==> src/pcm_code_pkg.sv <==
package pcm_code_pkg;

  // ----------------------------------------------------------
  // Line code and derandomizer selections
  // ----------------------------------------------------------

  // Line code within the NRZ or biphase family
  typedef enum logic [1:0] {
    code_l = 2'd0,
    code_m = 2'd1,
    code_s = 2'd2
  } line_code_e;

  // Derandomizer polynomial select
  // Unused codes 6 and 7 decode as rnrz15
  typedef enum logic [2:0] {
    derand_off = 3'd0,
    rnrz9      = 3'd1,
    rnrz11     = 3'd2,
    rnrz15     = 3'd3,
    rnrz17     = 3'd4,
    rnrz23     = 3'd5
  } derand_e;

  // Enough history for the longest polynomial
  localparam int hist_len = 23;

  // Tap positions counted from 1 at the newest history bit
  localparam int tap_rnrz9_a  = 9;
  localparam int tap_rnrz9_b  = 5;
  localparam int tap_rnrz11_a = 11;
  localparam int tap_rnrz11_b = 9;
  localparam int tap_rnrz15_a = 15;
  localparam int tap_rnrz15_b = 14;
  localparam int tap_rnrz17_a = 17;
  localparam int tap_rnrz17_b = 14;
  localparam int tap_rnrz23_a = 23;
  localparam int tap_rnrz23_b = 18;

  // Link between decode stages
  typedef struct packed {
    logic stb;
    logic bit_val;
  } bit_s;

endpackage

==> src/pcm_regs_pkg.sv <==
package pcm_regs_pkg;

  localparam int addr_w = 13;
  localparam logic [addr_w-1:0] addr_ctrl = 13'h0000;

  // ----------------------------------------------------------
  // Control register field positions
  // ----------------------------------------------------------
  localparam int code_lsb       = 0;
  localparam int code_w         = 2;
  localparam int biphase_bit    = 2;
  localparam int derand_lsb     = 4;
  localparam int derand_w       = 3;
  localparam int data_inv_bit   = 8;
  localparam int clk_sel_bit    = 9;
  localparam int clk_phase_lsb  = 16;
  localparam int clk_phase_w    = 2;
  localparam int fifo_reset_bit = 24;

  // Register bus request from the host side
  typedef struct packed {
    logic              cs;
    logic [3:0]        be;
    logic [addr_w-1:0] addr;
    logic [31:0]       wdata;
  } bus_req_s;

  // Decoded configuration for the decode chain and top outputs
  typedef struct packed {
    pcm_code_pkg::line_code_e code;
    logic                     biphase;
    pcm_code_pkg::derand_e    derand;
    logic                     data_inv;
    logic                     clk_sel;
    logic [clk_phase_w-1:0]   clk_phase;
    logic                     fifo_reset;
  } dec_cfg_s;

endpackage

==> src/biphase_to_nrz.sv <==
`timescale 1ns/100ps

module biphase_to_nrz (
  input  logic                     clk,
  input  logic                     rs,
  input  logic                     symb_clk_en,
  input  logic                     symb,
  input  logic                     biphase,
  input  pcm_code_pkg::line_code_e code,
  output pcm_code_pkg::bit_s       nrz
);

  logic       phase;       // high while waiting for the second half
  logic       first_half;
  logic [2:0] cfg_q;
  logic       cfg_chg;
  logic       pair_bit;

  // A new mode restarts the half-bit pairing
  assign cfg_chg = (cfg_q != {biphase, code});

  always_comb begin
    case (code)
      pcm_code_pkg::code_m: pair_bit = first_half ^ symb;
      pcm_code_pkg::code_s: pair_bit = ~(first_half ^ symb);
      default:              pair_bit = first_half;
    endcase
  end

  always_ff @(posedge clk or posedge rs) begin
    if (rs) begin
      phase <= 1'b0;
      cfg_q <= '0;
      nrz   <= '0;
    end else begin
      cfg_q   <= {biphase, code};
      nrz.stb <= 1'b0;
      if (!biphase) begin
        phase <= 1'b0;
        if (symb_clk_en) begin
          nrz.stb     <= 1'b1;
          nrz.bit_val <= symb;
        end
      end else if (symb_clk_en) begin
        if (phase && !cfg_chg) begin
          phase       <= 1'b0;
          nrz.stb     <= 1'b1;
          nrz.bit_val <= pair_bit;
        end else begin
          phase <= 1'b1;
        end
      end else if (cfg_chg) begin
        phase <= 1'b0;
      end
    end
  end

  // First half sample
  always_ff @(posedge clk) begin
    if (biphase && symb_clk_en && (!phase || cfg_chg)) begin
      first_half <= symb;
    end
  end

  a_stb_single: assert property (
    @(posedge clk) disable iff (rs)
    nrz.stb |=> !nrz.stb
  );

endmodule

==> src/decoder_regs.sv <==
`timescale 1ns/100ps

module decoder_regs (
  input  logic                   clk,
  input  logic                   rs,
  input  pcm_regs_pkg::bus_req_s bus,
  output logic [31:0]            rdata,
  output pcm_regs_pkg::dec_cfg_s cfg
);

  logic [31:0] ctrl;
  logic        addr_hit;
  logic        wr_en;

  assign addr_hit = (bus.addr == pcm_regs_pkg::addr_ctrl);
  assign wr_en    = bus.cs && addr_hit && (|bus.be);

  // ----------------------------------------------------------
  // Control register with byte lane writes
  // ----------------------------------------------------------
  always_ff @(posedge clk or posedge rs) begin
    if (rs) begin
      ctrl <= '0;
    end else if (wr_en) begin
      for (int i = 0; i < 4; i++) begin
        if (bus.be[i]) begin
          ctrl[8*i +: 8] <= bus.wdata[8*i +: 8];
        end
      end
    end
  end

  // Readback is combinational
  assign rdata = addr_hit ? ctrl : 32'h0;

  // ----------------------------------------------------------
  // Field decode
  // ----------------------------------------------------------
  assign cfg.code = pcm_code_pkg::line_code_e'(
    ctrl[pcm_regs_pkg::code_lsb +: pcm_regs_pkg::code_w]);
  assign cfg.biphase = ctrl[pcm_regs_pkg::biphase_bit];
  assign cfg.derand = pcm_code_pkg::derand_e'(
    ctrl[pcm_regs_pkg::derand_lsb +: pcm_regs_pkg::derand_w]);
  assign cfg.data_inv   = ctrl[pcm_regs_pkg::data_inv_bit];
  assign cfg.clk_sel    = ctrl[pcm_regs_pkg::clk_sel_bit];
  assign cfg.clk_phase  = ctrl[pcm_regs_pkg::clk_phase_lsb +: pcm_regs_pkg::clk_phase_w];
  assign cfg.fifo_reset = ctrl[pcm_regs_pkg::fifo_reset_bit];

  // No change to the register without an addressed, strobed write
  a_ctrl_stable: assert property (
    @(posedge clk) disable iff (rs)
    !wr_en |=> $stable(ctrl)
  );

endmodule

==> src/mark_space_decode.sv <==
`timescale 1ns/100ps

module mark_space_decode (
  input  logic                     clk,
  input  logic                     rs,
  input  logic                     biphase,
  input  pcm_code_pkg::line_code_e code,
  input  pcm_code_pkg::bit_s       din,
  output pcm_code_pkg::bit_s       dout
);

  logic prev_lvl;
  logic dec_bit;

  // Biphase bits are already level coded
  always_comb begin
    if (biphase) begin
      dec_bit = din.bit_val;
    end else begin
      case (code)
        pcm_code_pkg::code_m: dec_bit = din.bit_val ^ prev_lvl;
        pcm_code_pkg::code_s: dec_bit = ~(din.bit_val ^ prev_lvl);
        default:              dec_bit = din.bit_val;
      endcase
    end
  end

  always_ff @(posedge clk or posedge rs) begin
    if (rs) begin
      prev_lvl <= 1'b0;
      dout     <= '0;
    end else begin
      dout.stb <= din.stb;
      if (din.stb) begin
        prev_lvl     <= din.bit_val;
        dout.bit_val <= dec_bit;
      end
    end
  end

endmodule

==> src/nrz_derandomizer.sv <==
`timescale 1ns/100ps

module nrz_derandomizer (
  input  logic                  clk,
  input  logic                  rs,
  input  pcm_code_pkg::derand_e derand,
  input  logic                  data_inv,
  input  pcm_code_pkg::bit_s    din,
  output pcm_code_pkg::bit_s    dout
);

  logic [pcm_code_pkg::hist_len-1:0] hist;
  logic                              tap_a;
  logic                              tap_b;
  logic                              plain;

  // ----------------------------------------------------------
  // Tap selection from history before the shift
  // ----------------------------------------------------------
  always_comb begin
    case (derand)
      pcm_code_pkg::rnrz9: begin
        tap_a = hist[pcm_code_pkg::tap_rnrz9_a - 1];
        tap_b = hist[pcm_code_pkg::tap_rnrz9_b - 1];
      end
      pcm_code_pkg::rnrz11: begin
        tap_a = hist[pcm_code_pkg::tap_rnrz11_a - 1];
        tap_b = hist[pcm_code_pkg::tap_rnrz11_b - 1];
      end
      pcm_code_pkg::rnrz17: begin
        tap_a = hist[pcm_code_pkg::tap_rnrz17_a - 1];
        tap_b = hist[pcm_code_pkg::tap_rnrz17_b - 1];
      end
      pcm_code_pkg::rnrz23: begin
        tap_a = hist[pcm_code_pkg::tap_rnrz23_a - 1];
        tap_b = hist[pcm_code_pkg::tap_rnrz23_b - 1];
      end
      // rnrz15 and the unused codes
      default: begin
        tap_a = hist[pcm_code_pkg::tap_rnrz15_a - 1];
        tap_b = hist[pcm_code_pkg::tap_rnrz15_b - 1];
      end
    endcase
  end

  assign plain = (derand == pcm_code_pkg::derand_off) ? din.bit_val :
                 (din.bit_val ^ tap_a ^ tap_b);

  always_ff @(posedge clk or posedge rs) begin
    if (rs) begin
      hist <= '0;
      dout <= '0;
    end else begin
      dout.stb <= din.stb;
      if (din.stb) begin
        hist         <= {hist[pcm_code_pkg::hist_len-2:0], din.bit_val};
        dout.bit_val <= plain ^ data_inv;
      end
    end
  end

  a_stb_follow: assert property (
    @(posedge clk) disable iff (rs)
    1'b1 |=> (dout.stb == $past(din.stb))
  );

endmodule

==> src/pcm_decoder.sv <==
`timescale 1ns/100ps

module pcm_decoder (
  input  logic                   clk,
  input  logic                   rs,
  input  pcm_regs_pkg::bus_req_s bus,
  output logic [31:0]            rdata,
  input  logic                   symb_clk_en,
  input  logic                   symb_clk_2x_en,
  input  logic                   symb,
  output logic                   data_out,
  output logic                   clk_en_out,
  output logic                   symb_clk,
  output logic                   fifo_rs,
  output logic [1:0]             clk_phase
);

  pcm_regs_pkg::dec_cfg_s cfg;
  pcm_code_pkg::bit_s     nrz_bit;
  pcm_code_pkg::bit_s     lvl_bit;
  pcm_code_pkg::bit_s     out_bit;

  decoder_regs u_regs (
    .clk   (clk),
    .rs    (rs),
    .bus   (bus),
    .rdata (rdata),
    .cfg   (cfg)
  );

  assign fifo_rs   = cfg.fifo_reset;
  assign clk_phase = cfg.clk_phase;

  // ----------------------------------------------------------
  // Decode chain
  // ----------------------------------------------------------
  biphase_to_nrz u_biphase (
    .clk         (clk),
    .rs          (rs),
    .symb_clk_en (symb_clk_en),
    .symb        (symb),
    .biphase     (cfg.biphase),
    .code        (cfg.code),
    .nrz         (nrz_bit)
  );

  mark_space_decode u_mark_space (
    .clk     (clk),
    .rs      (rs),
    .biphase (cfg.biphase),
    .code    (cfg.code),
    .din     (nrz_bit),
    .dout    (lvl_bit)
  );

  nrz_derandomizer u_derand (
    .clk      (clk),
    .rs       (rs),
    .derand   (cfg.derand),
    .data_inv (cfg.data_inv),
    .din      (lvl_bit),
    .dout     (out_bit)
  );

  // Output clocking
  symbol_clock_gen u_clk_gen (
    .clk            (clk),
    .rs             (rs),
    .bit_in         (out_bit),
    .symb_clk_en    (symb_clk_en),
    .symb_clk_2x_en (symb_clk_2x_en),
    .biphase        (cfg.biphase),
    .clk_sel        (cfg.clk_sel),
    .data_out       (data_out),
    .clk_en_out     (clk_en_out),
    .symb_clk       (symb_clk)
  );

endmodule

==> src/symbol_clock_gen.sv <==
`timescale 1ns/100ps

module symbol_clock_gen (
  input  logic               clk,
  input  logic               rs,
  input  pcm_code_pkg::bit_s bit_in,
  input  logic               symb_clk_en,
  input  logic               symb_clk_2x_en,
  input  logic               biphase,
  input  logic               clk_sel,
  output logic               data_out,
  output logic               clk_en_out,
  output logic               symb_clk
);

  // Three stages match the depth of the decode chain
  logic [2:0] en_dly;
  logic [2:0] x2_dly;
  logic       half_stb;
  logic       clk_q;
  logic       clk_nxt;

  always_ff @(posedge clk or posedge rs) begin
    if (rs) begin
      en_dly <= '0;
      x2_dly <= '0;
      clk_q  <= 1'b0;
    end else begin
      en_dly <= {en_dly[1:0], symb_clk_en};
      x2_dly <= {x2_dly[1:0], symb_clk_2x_en};
      clk_q  <= clk_nxt;
    end
  end

  assign half_stb = biphase ? en_dly[2] : x2_dly[2];

  // High on a bit, toggle on the other half strobes
  always_comb begin
    clk_nxt = clk_q;
    if (bit_in.stb) begin
      clk_nxt = 1'b1;
    end else if (half_stb) begin
      clk_nxt = ~clk_q;
    end
  end

  assign data_out   = bit_in.bit_val;
  assign clk_en_out = clk_sel ? bit_in.stb : x2_dly[2];
  // Next state drives the pin so the clock is high with clk_en_out
  assign symb_clk   = clk_sel ? clk_nxt : x2_dly[2];

endmodule

==> config.mk <==
export PLATFORM = sky130hd
export DESIGN_NAME = pcm_decoder
export DESIGN_NICKNAME = d
export VERILOG_FILES = /design/src/pcm_code_pkg.sv /design/src/pcm_regs_pkg.sv /design/src/biphase_to_nrz.sv /design/src/decoder_regs.sv /design/src/mark_space_decode.sv /design/src/nrz_derandomizer.sv /design/src/pcm_decoder.sv /design/src/symbol_clock_gen.sv
export SDC_FILE = /design/constraint.sdc
export NUM_CORES = 1
export LEC_CHECK = 0
export BUFFER_PORTS_ARGS = -buffer_cell sky130_fd_sc_hd__buf_2
export CORE_MARGIN = 1.5
export CORE_UTILIZATION = 34
export CTS_CLUSTER_DIAMETER = 120
export DETAILED_ROUTE_END_ITERATION = 10
export PLACE_DENSITY = 0.68
export SKIP_LAST_GASP = 1
export SLEW_MARGIN = 10
export SYNTH_ARGS = -nofsm -noshare
export SYNTH_HDL_FRONTEND = slang
export SYNTH_SLANG_ARGS = --single-unit
==> constraint.sdc <==
create_clock -name clk -period 2.8 [get_ports clk]
set_clock_uncertainty 0.2 [all_clocks]
set_input_delay 0.56 -clock clk [delete_from_list [all_inputs] [get_ports clk]]
set_output_delay 0.56 -clock clk [all_outputs]
set_load 0.1 [all_outputs]
==> flow_summary.ini, run 1 <==
[outcome]
status = finished clean

[power]
leakage_nw = 2.29
clock_power_share = 0.319
power.density_mw_per_mm2 = 502
p_sw_mw = 0.647
seqPwrFrac = 0.551
vdd_drop_max_mv = 0.223
swShare = 0.273
p_int_mw = 1.72
share_comb_of_total_power = 0.129

[grt]
grt.busiest_layer = met2
grt_max_degree = 74
grtUsageMet3 = 0.0298
use_met2 = 0.223
grt.met1_usage = 0.180
grt_pass1_vias = 2157
grt_use_total = 0.137
grt_antenna_before_repair = 0
grt_pass1_wl_um = 10900
overflow = 0

[placed_design]
gp_congestion = 0.749
dpl.cell_count = 455
dpl.hpwl_um = 5010
post_dp_cell_area_mm2 = 0.00454
numPortBuffers = 92

[route]
ant_nets = 0
drc = 0
dr.pass1.iters = 4
wl_um = 6850
first_iter_violations = 44
vias = 2099
routedWlPerCell_um = 14.6
detail_route.vias_per_cell = 4.46

[die]
dieArea_mm2 = 0.0106
coreArea_mm2 = 0.00973
start_util = 0.348
ioPinCount = 93
die_h_um = 103
fp-row-count = 36
die_x_um = 103

[timing]
slew_headroom = 0.362
slew_viol_final = 0
finalHoldViolCount = 0
rsz0062_at_grt = false
setup_viol = 0
whs_ns = 0.0778
post-route-min-period_ns = 2.65
timing.final.crit_share = 0.947
setup-tns-final_ns = 0
timing.fmax_ghz = 0.377
worst_slew_pin_slew_ns = 0.957

[setup_path]
critPathMaxFanout = 15
cp-end-kind = primary output
cp.required_ns = 2.04
crit_arrival_ns = 1.89
worst-setup-path-type = in -> out
cp-start-kind = input pin

[clocking]
clk_pin_slew_ns = 0.08
cts_tree = built
cts_max_level = 3
cts.path.max_buffers = 2
clk_latency_ns = 0.34
root_buffer = clkbuf_8
cts_buffers = 9
cts.sinks = 74

[logic_synthesis]
postSynthAreaPerCell_um2 = 14.3
synth_nets = 293
yosysSeqAreaShare = 0.549
synth_ff_type = dfrtp_1
synth-edff-count = 1
synth-async-reset-ratio = 0.986
yosysWarnings = 0
netlist_area_mm2 = 0.00338
synth-seq-cells = 74
netlist_instances = 236
netlist-cell-type-count = 34

[cells_and_area]
area_delta_synth_final_pct = 39.5
fin_cells = 471
finalNetCount = 390
fin_area_mm2 = 0.00472
antennaDiodeCount = 0
drive_gt1_frac = 0.630
final_util = 0.485

[run]
maxCapViolCount = 0

[worst_hold_path]
worstHoldPathType = in -> async
## final timing paths
path / from / endpoint / slack, ns / depth (start not counted)
max: bus[39] / rdata[6] / 0.15 / 7
min: rs / u_regs.ctrl[25]$_DFFE_PP0P_ / 0.08 / 3
max reg2reg: u_regs.ctrl[0]$_DFFE_PP0P_ / u_mark_space.dout[0]$_DFFE_PP0P_ / 0.86 / 7
min reg2reg: u_clk_gen.en_dly[1]$_DFF_PP0_ / u_clk_gen.en_dly[2]$_DFF_PP0_ / 0.15 / 0
max in group asynchronous: rs / u_regs.ctrl[2]$_DFFE_PP0P_ / 1.99 / 3
min in group clk: symb_clk_2x_en / u_clk_gen.x2_dly[0]$_DFF_PP0_ / 0.14 / 1
## logic make-up (layout without fill, tap and decap cells)
| logic type | Yosys count | count (layout) | synth area share |
|---|---|---|---|
| flip-flops | 74 | 74 | 0.549 |
| AO/OA/AOI/OAI | 13 | 13 | 0.0244 |
| XOR/XNOR | 11 | 11 | 0.0285 |
| AND/OR/NAND/NOR | 57 | 57 | 0.121 |
| multiplexers | 64 | 64 | 0.247 |
| buffers and inverters | 15 | 117 | 0.0237 |
| adder cells (fa/ha/maj) | 2 | 2 | 0.00739 |
## metrics by stage
stage | worst slack [ns] | total power, mW
6_report | 0.148 | 2.37
5_1_grt | 0.0603 | 2.50
4_1_cts | 0.0286 | 2.41
3_5_place_dp | 0.151 | 1.64
3_3_place_gp | 0.107 | 1.62
2_1_floorplan | 0.187 | 1.53
## final cells by class
type                       instances  area, µm²
tap                              133        166
sequential                        74       1860
fill                             870       5010
inverter                           5       18.8
multi-input combinational        147       1490
clock inverter                     7       60.1
clock buffer                       9        124
timing repair buffer              96       1010
## power by group through the flow
stage                     registers, mW  clock network (mW)  logic, mW
after CTS                          1.31               0.786      0.313
final                              1.31               0.757      0.306
after detailed placement           1.33                   0      0.310
after global routing               1.33               0.834      0.337
after global placement             1.32                   0      0.300
after floorplan                    1.31                   0      0.217
## cells in the final DEF (no fill, tap or decap), types with 3 or more instances in the layout
cell | netlist | routed
a21oi_1 | 4 | 4
o21ai_0 | 3 | 3
xnor2_1 | 7 | 7
xor2_1 | 4 | 4
inv_1 | 5 | 4
dfrtp_1 | 73 | 72
nor2_1 | 6 | 6
and2_2 | 2 | 32
mux2_4 | 32 | 32
nand2_8 | 4 | 4
mux2i_1 | 4 | 4
clkbuf_8 | 0 | 9
mux2_2 | 28 | 28
buf_2 | 0 | 60
clkinvlp_4 | 0 | 3
buf_12 | 1 | 35
## registers in the layout, summed over array words and instances (netlist names)
name and cells:
u_biphase.cfg_q 3, u_biphase.first_half 1, u_biphase.nrz 2, u_biphase.phase 1, u_clk_gen.clk_q 1, u_clk_gen.en_dly 3
u_clk_gen.x2_dly 3, u_derand.dout 2, u_derand.hist 23, u_mark_space.dout 2, u_mark_space.prev_lvl 1, u_regs.ctrl 32
## routing by layer
layer | vias to the layer above | share of wire
met5 | - | 0
met4 | 0 | 0.013
met3 | 9 | 0.048
met2 | 62 | 0.48
met1 | 1030 | 0.46
li1 | 998 | -
## cell usage after synthesis (all sizes together), types with 2 or more instances
library cell	n	area, µm²
o21ai	3	15.0
inv	5	18.8
clkbuf	7	26.3
nand2	6	87.6
mux2	60	796
ha	2	25.0
a211oi	2	15.0
nor3	2	10.0
nand3b	2	15.0
xnor2	7	61.3
xor2	4	35.0
mux2i	4	40.0
buf	3	35.0
nor2	6	22.5
a21oi	4	20.0
and2	34	218
nor4	2	18.8
dfrtp	73	1830
## critical path: stages
cell,delay [ns]
buf_2,0.10
nor4_1,0.32
buf_4,0.16
and4_4,0.25
buf_12,0.14
and2_2,0.18
buf_12,0.17
## timing repair
item,4_1_cts,5_1_grt
setup buffers,0,0
setup endpoints to repair,0,1
hold endpoints to repair,0,0
hold buffers,0,0
gates resized for setup,0,1
Note: power is estimated with default switching activity, not from simulation.
==> run 2, diff against run 1 <==
--- a/config.mk
+++ b/config.mk
@@ -7,11 +7,10 @@
 export LEC_CHECK = 0
 export BUFFER_PORTS_ARGS = -buffer_cell sky130_fd_sc_hd__buf_2
 export CORE_MARGIN = 1.5
-export CORE_UTILIZATION = 34
+export CORE_UTILIZATION = 40
 export CTS_CLUSTER_DIAMETER = 120
 export DETAILED_ROUTE_END_ITERATION = 10
-export PLACE_DENSITY = 0.68
-export SKIP_LAST_GASP = 1
+export PLACE_DENSITY = 0.76
 export SLEW_MARGIN = 10
 export SYNTH_ARGS = -nofsm -noshare
 export SYNTH_HDL_FRONTEND = slang
==> run 2 against run 1 <==
Critical path depth decreased by 2. Clock power increased by 26%. Sequential power hardly changed. Critical path type unchanged. Worst hold slack got worse by 0.023 ns. Largest power group unchanged. Design area is 0.37% lower. Combinational power increased by 1%. Clock-buffer cell count up 1. Highest routed layer unchanged.
==> flow_summary.ini, run 2 (same netlist as run 1, synthesis figures left out) <==
[route]
dr.pass1.iters = 4
first_iter_violations = 45
routedWlPerCell_um = 14.4
vias = 2078
wl_um = 6360
ant_nets = 0
drc = 0
detail_route.vias_per_cell = 4.70

[clocking]
postCtsSetupBuffers = 0
hold_buffers = 0
clk_pin_slew_ns = 0.08
cts.sinks = 74
cts_buffers = 9
clk_latency_ns = 0.35
cts_max_level = 3
root_buffer = clkbuf_8
cts_resized = 0
cts.path.max_buffers = 2
cts_tree = built

[power]
p_int_mw = 1.93
swShare = 0.247
power_mw = 2.56
share_comb_of_total_power = 0.121
vdd_drop_max_mv = 0.285
power.density_mw_per_mm2 = 544
p_sw_mw = 0.634
leakage_nw = 2.32
seqPwrFrac = 0.508
clock_power_share = 0.371

[timing]
post-route-min-period_ns = 2.55
setup_viol = 0
slew_headroom = 0.632
finalHoldViolCount = 0
rsz0062_at_grt = false
worst_slew_pin_slew_ns = 0.552
setup-tns-final_ns = 0
slew_viol_final = 0
timing.final.crit_share = 0.911
timing.fmax_ghz = 0.392

[setup_path]
worst-setup-path-type = in -> out
cp-start-kind = input pin
cp.required_ns = 2.04
cp-end-kind = primary output
crit_arrival_ns = 1.79
critPathMaxFanout = 33

[cells_and_area]
reg_top3 = u_regs.ctrl (32), u_derand.hist (23)
mostFrequentLayoutCells = dfrtp_1 (73), buf_2 (60), buf_12 (33), mux2_4 (32), and2_2 (32)
largest_reg_flops = 32
area_delta_synth_final_pct = 39.0
antennaDiodeCount = 0
fin_cells = 442
final_common_cell = dfrtp_1
drive_gt1_frac = 0.626
finalNetCount = 389
n_fill_cell = 653
largest_register = u_regs.ctrl

[placed_design]
dpl.cell_count = 426
numPortBuffers = 92
dpl.hpwl_um = 4740
gp_congestion = 0.790

[run]
maxCapViolCount = 0

[grt]
grt_antenna_before_repair = 0
overflow = 0
grt_pass1_vias = 2205
grt_max_degree = 50
grt_use_total = 0.162
grt_pass1_wl_um = 10800

[die]
start_util = 0.412
die_h_um = 95.0
fp-row-count = 33
die_x_um = 95.0
ioPinCount = 93
dieArea_mm2 = 0.00902
coreArea_mm2 = 0.00822

[worst_hold_path]
worstHoldPathType = in -> async

[outcome]
status = finished clean
-- run 2: cell types whose count changed in the layout (fill, tap and decap cells not counted), sizes merged --
cell and delta:
bufinv +2, inv -1, clkinvlp -3, clkinv +1
buf -1, clkbuf +1
-- run 2: layer usage --
layer,up-vias,GRT usage,share of wire
li1,1004,-,-
met1,1012,0.207,0.43
met2,51,0.257,0.50
met3,11,0.0378,0.047
met4,0,0.0808,0.020
met5,-,0,0
-- run 2: path summary, 6_finish.rpt --
path | cells past startpoint | slack [ns] | startpoint | end
setup / recovery | 5 | 0.25 | bus[39] | rdata[6]
hold / removal | 2 | 0.05 | rs | u_regs.ctrl[27]$_DFFE_PP0P_
setup reg to reg | 7 | 0.92 | u_regs.ctrl[0]$_DFFE_PP0P_ | u_mark_space.dout[0]$_DFFE_PP0P_
hold reg to reg | 0 | 0.15 | u_clk_gen.en_dly[0]$_DFF_PP0_ | u_clk_gen.en_dly[1]$_DFF_PP0_
max in group asynchronous | 3 | 1.71 | rs | u_biphase.nrz[0]$_DFFE_PP0P_
min in group clk | 1 | 0.12 | symb_clk_2x_en | u_clk_gen.x2_dly[0]$_DFF_PP0_
-- run 2: stage by stage --
step	util	area [µm²]	hold slack, ns	setup WS, ns
floorplan	-	3420	0.131	0.187
global placement	0.544	4470	0.133	0.262
detailed placement	0.544	4470	0.135	0.234
CTS	0.572	4700	0.0589	0.234
global route	0.572	4700	0.0863	0.116
finish	0.572	4700	0.0548	0.248
-- run 2: power by group through the flow --
stage | clock network, mW | registers (mW) | logic, mW
2_1_floorplan | 0 | 1.31 | 0.217
3_3_place_gp | 0 | 1.31 | 0.304
3_5_place_dp | 0 | 1.32 | 0.316
4_1_cts | 0.976 | 1.30 | 0.317
5_1_grt | 1.03 | 1.32 | 0.346
6_report | 0.951 | 1.30 | 0.310
-- run 2: area by class of cell --
class                           instances  area (µm²)  area share
Timing Repair Buffer                   95         976       0.208
Sequential cell                        74        1860       0.395
Inverter                                5        18.8     0.00399
Clock inverter                          6        97.6      0.0208
Multi-Input combinational cell        147        1490       0.316
Tap cell                              105         131      0.0279
Clock buffer                           10         138      0.0293
-- run 2: worst max-delay path, cell delays in order --
cell and delay [ns]:
buf_2 0.10, nor4_1 0.26, and4_4 0.45, and2_2 0.24, buf_12 0.18
==> run 3, diff against run 2 <==
--- a/config.mk
+++ b/config.mk
@@ -7,10 +7,11 @@
 export LEC_CHECK = 0
 export BUFFER_PORTS_ARGS = -buffer_cell sky130_fd_sc_hd__buf_2
 export CORE_MARGIN = 1.5
-export CORE_UTILIZATION = 40
+export CORE_UTILIZATION = 52
 export CTS_CLUSTER_DIAMETER = 120
 export DETAILED_ROUTE_END_ITERATION = 10
-export PLACE_DENSITY = 0.76
+export HOLD_SLACK_MARGIN = 0.08
+export PLACE_DENSITY = 0.91
 export SLEW_MARGIN = 10
 export SYNTH_ARGS = -nofsm -noshare
 export SYNTH_HDL_FRONTEND = slang
==> run 3 against run 2 <==
First-iteration DRC count rose by 82%. Via count rose by 5.1%. Worst hold slack improved by 0.026 ns. Critical path type unchanged. Die area fell by 22%. Cell count fell by 6.1%. Clock-buffer cell count fell by 1. Non-clock buffer count rose by 1. Combinational power barely moved.
==> flow_summary.ini, run 3 (same netlist as run 1, synthesis figures left out) <==
[timing]
slew_viol_final = 0
finalHoldViolCount = 0
post-route-min-period_ns = 2.68
worst_slew_pin_slew_ns = 0.942
setup-tns-final_ns = 0
timing.fmax_ghz = 0.373
timing.final.crit_share = 0.957
setup_viol = 0
whs_ns = 0.0813
rsz0062_at_grt = false
slew_headroom = 0.372

[cells_and_area]
drive_gt1_frac = 0.630
n_fill_cell = 396
finalNetCount = 390
reg_top3 = u_regs.ctrl (32), u_derand.hist (23)
largest_reg_flops = 32
area_delta_synth_final_pct = 37.4
antennaDiodeCount = 0
largest_register = u_regs.ctrl
fin_area_mm2 = 0.00465
mostFrequentLayoutCells = dfrtp_1 (72), buf_2 (60), buf_12 (33), mux2_4 (32), and2_2 (32)
final_common_cell = dfrtp_1

[clocking]
cts.path.max_buffers = 2
cts.sinks = 74
clk_pin_slew_ns = 0.08
root_buffer = clkbuf_8
cts_tree = built
cts_max_level = 3
cts_buffers = 9
clk_latency_ns = 0.35

[die]
die_x_um = 83.7
fp-row-count = 29
dieArea_mm2 = 0.00700
die_h_um = 83.7
start_util = 0.536
ioPinCount = 93
coreArea_mm2 = 0.00631

[setup_path]
r2r-end = u_mark_space.dout[0]$_DFFE_PP0P_
worst-setup-path-type = in -> out
cp-start-kind = input pin
r2r_start = u_regs.ctrl[0]$_DFFE_PP0P_
crit_end = rdata[25]
crit_arrival_ns = 1.92
r2r_cells = 7
rrSetupSlack_ns = 0.80
startpoint = bus[39]
cp-end-kind = primary output
cp.required_ns = 2.04
critPathMaxFanout = 33

[route]
vias = 2183
drc = 0
detail_route.vias_per_cell = 5.26
ant_nets = 0
first_iter_violations = 82
dr.pass1.iters = 4
wl_um = 6880
routedWlPerCell_um = 16.6

[power]
leakage_nw = 2.30
power_mw = 2.50
power.density_mw_per_mm2 = 537
vdd_drop_max_mv = 0.367

[grt]
overflow = 0
grt_antenna_before_repair = 0
grt_use_total = 0.207
grt_pass1_wl_um = 11300
grt_max_degree = 74
grt_pass1_vias = 2303

[placed_design]
numPortBuffers = 92
post_dp_cell_area_mm2 = 0.00443
gp_congestion = 0.771
dpl.hpwl_um = 4800

[worst_hold_path]
worstHoldPathType = in -> async

[outcome]
status = finished clean

[run]
maxCapViolCount = 0
-- run 3: worst min path at each step --
stage                                  startpoint                       endpoint  slack [ns]  cells past startpoint
floorplan           u_clk_gen.en_dly[0]$_DFF_PP0_  u_clk_gen.en_dly[1]$_DFF_PP0_        0.13                      0
global placement    u_clk_gen.en_dly[1]$_DFF_PP0_  u_clk_gen.en_dly[2]$_DFF_PP0_        0.13                      0
detailed placement  u_clk_gen.x2_dly[1]$_DFF_PP0_  u_clk_gen.x2_dly[2]$_DFF_PP0_        0.14                      0
CTS                                            rs     u_regs.ctrl[5]$_DFFE_PP0P_         0.1                      3
global route                       symb_clk_2x_en  u_clk_gen.x2_dly[0]$_DFF_PP0_        0.10                      1
finish                                         rs    u_regs.ctrl[28]$_DFFE_PP0P_        0.08                      3
-- run 3: cell type report --
class | instances | area (µm²) | share of cell area
Sequential cell | 74 | 1860 | 0.400
Multi-Input combinational cell | 147 | 1490 | 0.319
Timing Repair Buffer | 96 | 983 | 0.212
Clock buffer | 9 | 124 | 0.0266
Tap cell | 77 | 96.3 | 0.0207
Clock inverter | 7 | 83.8 | 0.0180
Inverter | 5 | 18.8 | 0.00404
-- run 3: worst max-delay path: stages --
cell    delay, ns
buf_2        0.10
nor4_1       0.26
buf_4        0.15
and4_4       0.43
and2_2       0.24
buf_12       0.18
-- run 3: timing repair --
action                                  CTS  global route
setup buffers                             0             2
endpoints found under the setup margin    1             1
resized for setup                         1             0
pin swaps                                 0             0
hold buffers                              0             0
hold endpoints to repair                  0             0
-- run 3: metal layers --
layer / GRT usage / wire [µm] / vias to the layer above
met4: 0.0924 / 167 / 0
met3: 0.0485 / 320 / 15
li1: - / - / 999
met5: 0 / 0 / -
met2: 0.369 / 3680 / 65
met1: 0.237 / 2710 / 1104
-- run 3: metrics by stage --
step	std cells	setup slack [ns]	util
after detailed placement	397	0.118	0.701
after global routing	415	0.0323	0.736
after global placement	397	0.169	0.701
after floorplan	236	0.187	-
after CTS	413	0.106	0.734
final	415	0.122	0.736
-- run 3: where the power goes --
part	internal, mW	switching (mW)
Sequential	1.21	0.0974
Combinational	0.177	0.134
Clock	0.429	0.448
Total	1.82	0.679
